<file path="src/source/HazardPkg.sv">
`default_nettype none

package HazardPkg;

    ////////////////////////////////////////////////////////////
    // Instruction fields
    ////////////////////////////////////////////////////////////

    // Primary opcode, bits 31:26
    typedef enum logic [5:0] {
        OpRType = 6'h00,
        OpJ     = 6'h02,
        OpJal   = 6'h03,
        OpBeq   = 6'h04,
        OpBne   = 6'h05,
        OpAddi  = 6'h08,
        OpAndi  = 6'h0c,
        OpOri   = 6'h0d,
        OpLui   = 6'h0f,
        OpLb    = 6'h20,
        OpLh    = 6'h21,
        OpLw    = 6'h23,
        OpSb    = 6'h28,
        OpSh    = 6'h29,
        OpSw    = 6'h2b
    } Opcode;

    // R-type function field, bits 5:0
    typedef enum logic [5:0] {
        FnJr    = 6'h08,
        FnMfhi  = 6'h10,
        FnMthi  = 6'h11,
        FnMflo  = 6'h12,
        FnMtlo  = 6'h13,
        FnMult  = 6'h18,
        FnMultu = 6'h19,
        FnDiv   = 6'h1a,
        FnDivu  = 6'h1b,
        FnAdd   = 6'h20,
        FnSub   = 6'h22,
        FnAnd   = 6'h24,
        FnOr    = 6'h25,
        FnSlt   = 6'h2a,
        FnSltu  = 6'h2b
    } Funct;

    ////////////////////////////////////////////////////////////
    // Timing and operand types
    ////////////////////////////////////////////////////////////

    // Cycles until use (Tuse) or until result is ready (Tnew)
    typedef logic [1:0] StageTime;

    // Zero stands for no register
    typedef logic [4:0] RegNum;

    typedef enum logic [1:0] {
        MduNone,
        MduOperate,
        MduHiLo
    } MduClass;

endpackage

`default_nettype wire

</file>
<file path="src/source/HazardIf.sv">
`timescale 1ns/1ns
`default_nettype none

// Results in flight in E and M
interface ProducerIf import HazardPkg::*; ();
    RegNum    destE;
    StageTime tnewE;
    RegNum    destM;
    StageTime tnewM;

    modport tracker (output destE, tnewE, destM, tnewM);
    modport check (input destE, tnewE, destM, tnewM);
endinterface

// Operands needed by D, plus the multiply/divide class of D and E
interface ConsumerIf import HazardPkg::*; ();
    RegNum    rsUse;
    RegNum    rtUse;
    StageTime tuseRs;
    StageTime tuseRt;
    MduClass  mduClassD;
    MduClass  mduClassE;

    modport decoder (output rsUse, rtUse, tuseRs, tuseRt, mduClassD, mduClassE);
    modport check (input rsUse, rtUse, tuseRs, tuseRt, mduClassD, mduClassE);
endinterface

`default_nettype wire

</file>
<file path="src/source/OperandUseDecoder.sv">
`timescale 1ns/1ns
`default_nettype none

module OperandUseDecoder import HazardPkg::*; (
    input  logic [31:0] instrD,
    input  logic [31:0] instrE,
    ConsumerIf.decoder  uses
);

    Opcode opD;
    Funct  fnD;
    RegNum rs;
    RegNum rt;

    function automatic MduClass mduKind(input logic [31:0] instr);
        MduClass kind;
        kind = MduNone;
        if (Opcode'(instr[31:26]) == OpRType) begin
            case (Funct'(instr[5:0]))
                FnMult, FnMultu, FnDiv, FnDivu: kind = MduOperate;
                FnMfhi, FnMflo, FnMthi, FnMtlo: kind = MduHiLo;
                default: kind = MduNone;
            endcase
        end
        return kind;
    endfunction

    assign opD = Opcode'(instrD[31:26]);
    assign fnD = Funct'(instrD[5:0]);
    assign rs  = instrD[25:21];
    assign rt  = instrD[20:16];

    // Source registers and how many cycles until each is needed
    always_comb begin
        uses.rsUse  = '0;
        uses.rtUse  = '0;
        uses.tuseRs = 2'd0;
        uses.tuseRt = 2'd0;
        case (opD)
            OpRType: begin
                case (fnD)
                    FnAdd, FnSub, FnAnd, FnOr, FnSlt, FnSltu,
                    FnMult, FnMultu, FnDiv, FnDivu: begin
                        uses.rsUse  = rs;
                        uses.rtUse  = rt;
                        uses.tuseRs = 2'd1;
                        uses.tuseRt = 2'd1;
                    end
                    FnMthi, FnMtlo: begin
                        uses.rsUse  = rs;
                        uses.tuseRs = 2'd1;
                    end
                    // Jump target is needed in D
                    FnJr: uses.rsUse = rs;
                    default: ;
                endcase
            end
            OpAddi, OpAndi, OpOri, OpLw, OpLb, OpLh: begin
                uses.rsUse  = rs;
                uses.tuseRs = 2'd1;
            end
            OpSw, OpSb, OpSh: begin
                uses.rsUse  = rs;
                uses.rtUse  = rt;
                uses.tuseRs = 2'd1;
                uses.tuseRt = 2'd2;
            end
            // Compared in D
            OpBeq, OpBne: begin
                uses.rsUse = rs;
                uses.rtUse = rt;
            end
            default: ;
        endcase
    end

    assign uses.mduClassD = mduKind(instrD);
    assign uses.mduClassE = mduKind(instrE);

endmodule

`default_nettype wire

</file>
<file path="src/source/ProducerTracker.sv">
`timescale 1ns/1ns
`default_nettype none

module ProducerTracker import HazardPkg::*; (
    input  logic        clk,
    input  logic        reset,
    input  logic [31:0] instrE,
    input  logic        regWriteE,
    ProducerIf.tracker  prod
);

    localparam RegNum LinkReg = 5'd31;

    Opcode    opE;
    Funct     fnE;
    RegNum    rtE;
    RegNum    rdE;
    RegNum    destRaw;
    StageTime tnewRaw;

    assign opE = Opcode'(instrE[31:26]);
    assign fnE = Funct'(instrE[5:0]);
    assign rtE = instrE[20:16];
    assign rdE = instrE[15:11];

    ////////////////////////////////////////////////////////////
    // E stage destination and Tnew
    ////////////////////////////////////////////////////////////
    always_comb begin
        destRaw = '0;
        tnewRaw = 2'd0;
        case (opE)
            OpRType: begin
                case (fnE)
                    FnAdd, FnSub, FnAnd, FnOr, FnSlt, FnSltu,
                    FnMfhi, FnMflo: begin
                        destRaw = rdE;
                        tnewRaw = 2'd1;
                    end
                    default: ;
                endcase
            end
            OpAddi, OpAndi, OpOri, OpLui: begin
                destRaw = rtE;
                tnewRaw = 2'd1;
            end
            // Data arrives from memory one stage later
            OpLw, OpLb, OpLh: begin
                destRaw = rtE;
                tnewRaw = 2'd2;
            end
            // Return address is known already in E
            OpJal: destRaw = LinkReg;
            default: ;
        endcase
    end

    assign prod.destE = regWriteE ? destRaw : '0;
    assign prod.tnewE = tnewRaw;

    ////////////////////////////////////////////////////////////
    // Aged copy for M
    ////////////////////////////////////////////////////////////
    always_ff @(posedge clk) begin
        if (reset) begin
            prod.destM <= '0;
            prod.tnewM <= 2'd0;
        end else begin
            prod.destM <= prod.destE;
            prod.tnewM <= (prod.tnewE == 2'd0) ? 2'd0 : prod.tnewE - 2'd1;
        end
    end

endmodule

`default_nettype wire

</file>
<file path="src/source/MduSequencer.sv">
`timescale 1ns/1ns
`default_nettype none

module MduSequencer import HazardPkg::*; #(
    parameter int MultCycles = 5,
    parameter int DivCycles  = 10
) (
    input  logic        clk,
    input  logic        reset,
    input  logic [31:0] instrE,
    ConsumerIf.check    uses,
    output logic        busy,
    output logic        starting
);

    localparam int MaxCycles  = (MultCycles > DivCycles) ? MultCycles : DivCycles;
    localparam int CountWidth = $clog2(MaxCycles + 1);

    logic [CountWidth-1:0] count;
    Funct                  fnE;
    logic                  isDiv;

    assign fnE      = Funct'(instrE[5:0]);
    assign isDiv    = (fnE == FnDiv) || (fnE == FnDivu);
    assign starting = (uses.mduClassE == MduOperate);

    // Load in the start cycle, then count down one per cycle
    always_ff @(posedge clk) begin
        if (reset) begin
            count <= '0;
        end else if (starting) begin
            count <= isDiv ? CountWidth'(DivCycles) : CountWidth'(MultCycles);
        end else if (count != '0) begin
            count <= count - 1'b1;
        end
    end

    assign busy = (count != '0);

endmodule

`default_nettype wire

</file>
<file path="src/source/StallController.sv">
`timescale 1ns/1ns
`default_nettype none

module StallController import HazardPkg::*; (
    ProducerIf.check prod,
    ConsumerIf.check uses,
    input  logic     busy,
    input  logic     starting,
    output logic     pcWrite,
    output logic     ifIdEnable,
    output logic     idExClear,
    output logic     mduClear
);

    logic rsHitE;
    logic rsHitM;
    logic rtHitE;
    logic rtHitM;
    logic mduActive;
    logic stall;

    // Value would arrive after the consumer needs it
    function automatic logic lateResult(
        input RegNum    src,
        input StageTime tuse,
        input RegNum    dest,
        input StageTime tnew
    );
        return (src != '0) && (src == dest) && (tuse < tnew);
    endfunction

    assign rsHitE = lateResult(uses.rsUse, uses.tuseRs, prod.destE, prod.tnewE);
    assign rsHitM = lateResult(uses.rsUse, uses.tuseRs, prod.destM, prod.tnewM);
    assign rtHitE = lateResult(uses.rtUse, uses.tuseRt, prod.destE, prod.tnewE);
    assign rtHitM = lateResult(uses.rtUse, uses.tuseRt, prod.destM, prod.tnewM);

    assign mduActive = busy || starting;

    ////////////////////////////////////////////////////////////
    // Pipeline controls
    ////////////////////////////////////////////////////////////
    assign stall = rsHitE || rsHitM || rtHitE || rtHitM
                || (mduActive && (uses.mduClassD == MduHiLo));

    assign pcWrite    = ~stall;
    assign ifIdEnable = ~stall;
    assign idExClear  = stall;

    // New multiply/divide in D while the unit is still working
    assign mduClear = mduActive && (uses.mduClassD == MduOperate);

endmodule

`default_nettype wire

</file>
<file path="src/source/HazardUnit.sv">
`timescale 1ns/1ns
`default_nettype none

module HazardUnit #(
    parameter int MultCycles = 5,
    parameter int DivCycles  = 10
) (
    input  logic        clk,
    input  logic        reset,
    input  logic [31:0] instrD,
    input  logic [31:0] instrE,
    input  logic        regWriteE,
    output logic        pcWrite,
    output logic        ifIdEnable,
    output logic        idExClear,
    output logic        mduClear,
    output logic        mduBusy
);

    ProducerIf prodIf ();
    ConsumerIf useIf ();

    logic busy;
    logic starting;

    OperandUseDecoder decoder (
        .instrD (instrD),
        .instrE (instrE),
        .uses   (useIf)
    );

    ProducerTracker tracker (
        .clk       (clk),
        .reset     (reset),
        .instrE    (instrE),
        .regWriteE (regWriteE),
        .prod      (prodIf)
    );

    MduSequencer #(
        .MultCycles (MultCycles),
        .DivCycles  (DivCycles)
    ) sequencer (
        .clk      (clk),
        .reset    (reset),
        .instrE   (instrE),
        .uses     (useIf),
        .busy     (busy),
        .starting (starting)
    );

    StallController controller (
        .prod       (prodIf),
        .uses       (useIf),
        .busy       (busy),
        .starting   (starting),
        .pcWrite    (pcWrite),
        .ifIdEnable (ifIdEnable),
        .idExClear  (idExClear),
        .mduClear   (mduClear)
    );

    assign mduBusy = busy;

endmodule

`default_nettype wire

</file>
<file path="config.mk">
export PLATFORM = sky130hd
export DESIGN_NAME = HazardUnit
export DESIGN_NICKNAME = d
export VERILOG_FILES = /design/src/source/HazardPkg.sv /design/src/source/HazardIf.sv /design/src/source/OperandUseDecoder.sv /design/src/source/ProducerTracker.sv /design/src/source/MduSequencer.sv /design/src/source/StallController.sv /design/src/source/HazardUnit.sv
export SDC_FILE = /design/constraint.sdc
export NUM_CORES = 1
export LEC_CHECK = 0
export BUFFER_PORTS_ARGS = -buffer_cell sky130_fd_sc_hd__buf_2
export CORE_ASPECT_RATIO = 1.1
export CORE_MARGIN = 3
export CORE_UTILIZATION = 47
export DETAILED_ROUTE_END_ITERATION = 8
export PLACE_DENSITY = 0.81
export SLEW_MARGIN = 40
export SYNTH_ARGS = -nofsm -noshare
export SYNTH_HDL_FRONTEND = slang
export SYNTH_SLANG_ARGS = --single-unit
</file>
<file path="constraint.sdc">
create_clock -name clk -period 2.6 [get_ports clk]
set_input_delay 0.26 -clock clk [delete_from_list [all_inputs] [get_ports clk]]
set_output_delay 0.26 -clock clk [all_outputs]
set_load 0.05 [all_outputs]
</file>
======== Yosys cells after proc, flatten, opt, wreduce, memory -nomap -nowiden ========
Memories as Yosys holds them, arrays and structs flattened.
Index checks and enable logic that the tools add are counted.
word-level totals
  bits in registers ....................... 11
  bits in latches ......................... 0
  bits in writable memories ............... 0
  bits in read-only memories .............. 128
  output and inout port bits .............. 5
  logic and storage cells ................. 116
  memories ................................ 2
cells by class
  $add $sub $neg .......................... 2
  multipliers ............................. 0
  div/mod/pow operators ................... 0
  magnitude comparators ................... 4
  equality and inequality tests ........... 49
  shift-type cells ........................ 0
  mux-type cells .......................... 20
  bitwise operators ....................... 1
  reductions and logical operators ........ 35
memories
  memory            depth  width  rd ports  clocked after Yosys merged registers in  write ports  line                     text
  (name not given)  32     2      1         0                                        0            OperandUseDecoder.sv:19  case (Funct'(instr[5:0]))
  (name not given)  32     2      1         0                                        0            OperandUseDecoder.sv:19
operators with widths
  kind                                                 number
  equality test 6 bit, second input constant           21
  equality test 6 x 5 -> 1 bit, second input constant  10
  equality test 6 x 4 -> 1 bit, second input constant  8
  equality test 5 bit                                  4
  2-to-1 mux 5 bit                                     4
  one-hot mux 5 bit (2 select lines)                   2
  one-hot mux 5 bit (3 select lines)                   1
  OR reduction 13 bit                                  1
  equality test 6 x 3 -> 1 bit, second input constant  2
  logical NOT 6 bit                                    2
  2-to-1 mux 4 bit                                     3
  OR reduction 12 bit                                  1
  OR reduction 11 bit                                  1
  logical AND 1 bit                                    10
  nonzero test 5 bit                                   2
  OR reduction 10 bit                                  1
  OR reduction 9 bit                                   1
  < comparator 2 bit                                   4
  2-to-1 mux 2 bit                                     4
  one-hot mux 2 bit (2 select lines)                   2
  OR reduction 8 bit                                   1
  OR reduction 7 bit                                   1
  equality test 6 x 2 -> 1 bit, second input constant  1
  logical OR 1 bit                                     6
  other kinds (14)                                     18

======== Depth between registers and ports, before layout ========
  word-level depth ........................ 13
  mapped depth ............................ 10
  gate-level depth less buffers ........... 8

======== Modules after synthesis ========
Synthesis repeated with hierarchy kept, for this count alone.
second synthesis, totals
  cells, all modules ...................... 215
  area total of the unflattened synthesis .. 1687.9 um^2
by module, submodules not included
  module             instances  cells each  area an instance (um^2)
  ProducerTracker    1          63          509.2
  OperandUseDecoder  1          74          500.5
  StallController    1          50          409.1
  MduSequencer       1          28          269.0

======== Worst setup path before layout ========
No wires, ideal clock.
  kind .................................... input to output
  start point ............................. input instrE[2]
  end point ............................... output pcWrite
  arrival ................................. 3364 ps
  required time ........................... 2340 ps
  setup slack ............................. -1024 ps
  stages on the path ...................... 9
  cell sequence ........................... nor3b_1 nand2_1 o22ai_2 a211oi_1 or2_1 o211ai_1 a2111oi_4 a221oi_1 buf_4
between the ends
  cells in the longest elaborated chain, start to end .. 13
  elaborated cells between the ends (all ways) .. 33
  classes of those cells .................. order compare: 2; eq/ne: 11; mux: 7; bitwise: 1; reduce/logical: 11; memory: 1
RTL lines
  element                                                              line                   text
  from (decl)                                                          HazardUnit.sv:11       input logic [31:0] instrE,
  equality test 6 bit or equality test 6 x 5 -> 1 bit (tied branches)  ProducerTracker.sv:34  case (fnE)
  OR reduction 8 bit                                                   ProducerTracker.sv:34
  2-to-1 mux 5 bit                                                     ProducerTracker.sv:34
  one-hot mux 5 bit (3 select lines)                                   ProducerTracker.sv:32  case (opE)
  2-to-1 mux 5 bit                                                     ProducerTracker.sv:58  assign prod.destE = regWriteE ? destRaw : '0;
  equality test 5 bit                                                  StallController.sv:29  return (src != '0) && (src == dest) && (tuse < tnew);
  logical AND 1 bit (2 in series)                                      StallController.sv:29
  logical OR 1 bit (3 in series)                                       StallController.sv:42  assign stall = rsHitE || rsHitM || rtHitE || rtHitM
  logical OR 1 bit (*)                                                 StallController.sv:43  || (mduActive && (uses.mduClassD == MduHiLo));
  inverter 1 bit (*)                                                   --
  to (decl)                                                            HazardUnit.sv:13       output logic pcWrite,
Mark *: on every way between the ends. The rest lies on a longest branch, timed or not.

======== Worst setup path after layout ========
  start point ............................. input instrE[29]
  end point ............................... output pcWrite
between the ends
  cells in the longest elaborated chain, start to end .. 12
  elaborated cells between the ends (all ways) .. 32
  classes of those cells .................. order compare: 2; eq/ne: 11; mux: 4; bitwise: 1; reduce/logical: 14
RTL lines
  element                                                              line                   text
  equality test 6 x 4 -> 1 bit or equality test 6 bit (tied branches)  ProducerTracker.sv:32
  OR reduction 7 bit (no source line)                                  --
  one-hot mux 5 bit (3 select lines)                                   ProducerTracker.sv:32
  2-to-1 mux 5 bit                                                     ProducerTracker.sv:58
  equality test 5 bit                                                  StallController.sv:29
  logical AND 1 bit (2 in series)                                      StallController.sv:29
  logical OR 1 bit (3 in series)                                       StallController.sv:42
  logical OR 1 bit (*)                                                 StallController.sv:43
  inverter 1 bit (*)                                                   StallController.sv:45  assign pcWrite = ~stall;
Marks and branches as above.

==> flow_summary_export.csv <==
group,metric,value,unit
power_and_ir_drop,leakagePower,0.988,nW
drt,drt_iter0_drc,35,
min_path,holdPathEnd,"sequencer.count[3]$_SDFFE_PP0P_",
clock_network,cts_root_buf,"clkbuf_4",
timing,fmax,0.362,GHz
clock_network,tritoncts,"built",
drt,drt_pass1_iterations,4,
critical_path,critPathCaptureType,"primary output",
min_path,min_path_cells,2,
drt,drt_wl_total,4.48,mm
global_routing,antenna_found_initial,0,
drt,vias_per_cell,5.81,
cells_and_area,drive_gt1_share,40.1,%
logic_synthesis,synth.most_common_cell,"nor2_1",
cells_and_area,instances_no_fill,333,
cells_and_area,utilization,73.8,%
global_routing,grt.overflow.total,0,
global_routing,grt_max_degree,12,
drt,num_vias,1934,
global_routing,grt_pass1_vias,1828,
logic_synthesis,postSynthNetCount,280,
critical_path,crit_fanout,4,
timing,setup_violations,3,
cells_and_area,multiInputGateArea,0.00133,mm^2
min_path,worstHoldPathType,"primary input to flip-flop",
cells_and_area,num-fill-cells,260,
logic_synthesis,avgSynthCellArea,7.42,um^2
logic_synthesis,synth_top_area_share,14.3,%
cells_and_area,n_antenna_cell,0,
drt,ant_nets,0,
cells_and_area,final_nets,372,
logic_synthesis,synth_cell_types,57,
timing,holdWs,292,ps
timing,rsz0062_at_grt,"true",
timing,period_share,106,%
placed_design,numPortBuffers,51,
clock_network,ctsHoldBuffers,0,
placed_design,gp_congestion,0.896,
global_routing,grt_usage,23.1,%
timing,slew_headroom,74.7,%
logic_synthesis,yosys.area.top_type,"dfxtp_1",
power_and_ir_drop,powerDensity,334,mW/mm^2
drt,wl_per_cell,13.4,um
timing,finalMaxSlewViolations,0,
logic_synthesis,syn_area,0.00154,mm^2
clock_network,insertion_delay,270,ps
clock_network,cts.sinks,11,
global_routing,grt_pass1_wl,7.28,mm
timing,worst_slew_pin_slew,370,ps
floorplan,die_h,66.1,um
logic_synthesis,ys.flop_type,"dfxtp_1",
power_and_ir_drop,irDropWorstVdd,0.639,mV
critical_path,startpoint_type,"primary input",
floorplan,start_util,49.8,%
critical_path,r2r-start,"sequencer.count[0]$_SDFFE_PP0P_",
floorplan,ios,72,
critical_path,ff2ff_setup_slack,1450,ps
placed_design,hpwl,3.66,mm
timing,period_needed,2760,ps
cells_and_area,area_growth,48.4,%
outcome,violations,"setup timing",
floorplan,core_area,0.00310,mm^2
timing,finalHoldViolCount,0,
timing,worst_slack,-162,ps
drt,route.detailed.drc,0,
placed_design,place_worst_setup_slack,-284,ps
floorplan,die-area,0.00401,mm^2
clock_network,numCtsBuffers,3,
clock_network,htreeDepth,1,
clock_network,cts_buffer_depth,2,
cells_and_area,seqCellArea,220,um^2
logic_synthesis,synthArstFlopShare,0,%
critical_path,crit_required,2340,ps
floorplan,die_w,60.6,um
critical_path,rr_worst_depth,6,
critical_path,crit_arrival,2500,ps
logic_synthesis,netlist_instances,208,
logic_synthesis,synth_common_cells,"nor2_1, a21oi_1, inv_1, nand2_1, dfxtp_1",
logic_synthesis,synthTopCellsByArea,"dfxtp_1, xor2_1, nor2_1, a21oi_1, ha_1",
critical_path,timing.rr.end,"sequencer.count[0]$_SDFFE_PP0P_",
logic_synthesis,synth-seq-cells,11,
logic_synthesis,ys_seq_area_share,14.3,%
placed_design,place_inst,328,
flow_run,max_cap_violations,0,
critical_path,critical_path_class,"primary input to primary output",
logic_synthesis,ys_warn_count,0,
outcome,status,"complete, but fails checks",
timing,final.setup_skew,0.208,ps
logic_synthesis,synth_edf_count,0,
min_path,min_from,"reset",
floorplan,fp-row-count,21,
clock_network,cts.clk_slew.worst_paths,70,ps
==> worst max-delay path, stage by stage <==
cell	delay [ps]
buf_8	100
nor4_4	310
nand4b_1	210
o22ai_4	230
a211oi_2	120
or2_4	280
o211ai_1	270
a2111oi_4	60
buf_4	150
a221oi_4	300
buf_6	200
==> where the power goes <==
group	internal (mW)	leakage [nW]	switching [mW]
clock	0.0595	0.0150	0.0579
combinational	0.199	0.883	0.239
sequential	0.193	0.0897	0.0166
total	0.451	0.988	0.314
==> logic make-up after synthesis <==
group                    after synthesis  synth area share [%]
AND/OR/NAND/NOR                       89                  33.2
flip-flops                            11                  14.3
adder cells (fa/ha/maj)                5                  4.06
XOR/XNOR                              13                  7.38
buffers and inverters                 18                  5.35
multiplexers                           1                 0.730
AO/OA/AOI/OAI                         71                  35.0
==> layout make-up <==
class | instances | area share [%]
Multi-Input combinational cell | 179 | 58.3
Inverter | 13 | 2.13
Tap cell | 34 | 1.86
Sequential cell | 11 | 9.62
Timing Repair Buffer | 92 | 27.0
Clock buffer | 4 | 1.15
==> flip-flops by register name (all words and copies together), names as in the netlist <==
name                flops
sequencer.count         4
tracker.prod.destM      5
tracker.prod.tnewM      2
==> layer usage <==
metal / track usage, % / share of wire, % / up-vias
met5: 0 / 0 / -
met4: 8.13 / 2.0 / 0
met3: 3.52 / 4.9 / 12
met2: 41.6 / 51 / 65
met1: 26.8 / 42 / 883
li1: - / - / 974
==> cells in the final DEF (no fill, tap or decap), types with 4 or more instances in the layout <==
cell type   n
xor2_1      9
buf_6       6
nand2b_1    6
nor2b_1     6
ha_1        5
o21ai_0     9
nor2_1     23
nand2_1    12
buf_2      44
a31oi_1     4
inv_1      13
dfxtp_1    11
a21oi_1    14
o211ai_1    6
a21boi_0    5
buf_4      40
nand3_1     5
nor3_1      6
==> metrics by stage <==
step	power (mW)	TNS, ps	area, um^2
2_1_floorplan	0.477	-237	1570
3_3_place_gp	0.621	-738	2130
3_5_place_dp	0.634	-821	2130
4_1_cts	0.763	-425	2260
5_1_grt	0.823	-789	2290
6_report	0.765	-469	2290
==> how the worst max path moves through the flow <==
stage	slack [ps]	start	to
2_1_floorplan	-240	instrE[2]	pcWrite
3_3_place_gp	-270	instrE[31]	idExClear
3_5_place_dp	-280	instrE[31]	idExClear
4_1_cts	-160	instrE[29]	pcWrite
5_1_grt	-280	instrE[26]	pcWrite
6_report	-160	instrE[29]	pcWrite
==> timing repair <==
item | 4_1_cts | 5_1_grt
setup buffers | 1 | 0
pin swaps | 12 | 7
resized for setup | 24 | 8
endpoints found under the setup margin | 3 | 3
cloned | 0 | 0
Note: power is estimated with default switching activity, not from simulation.
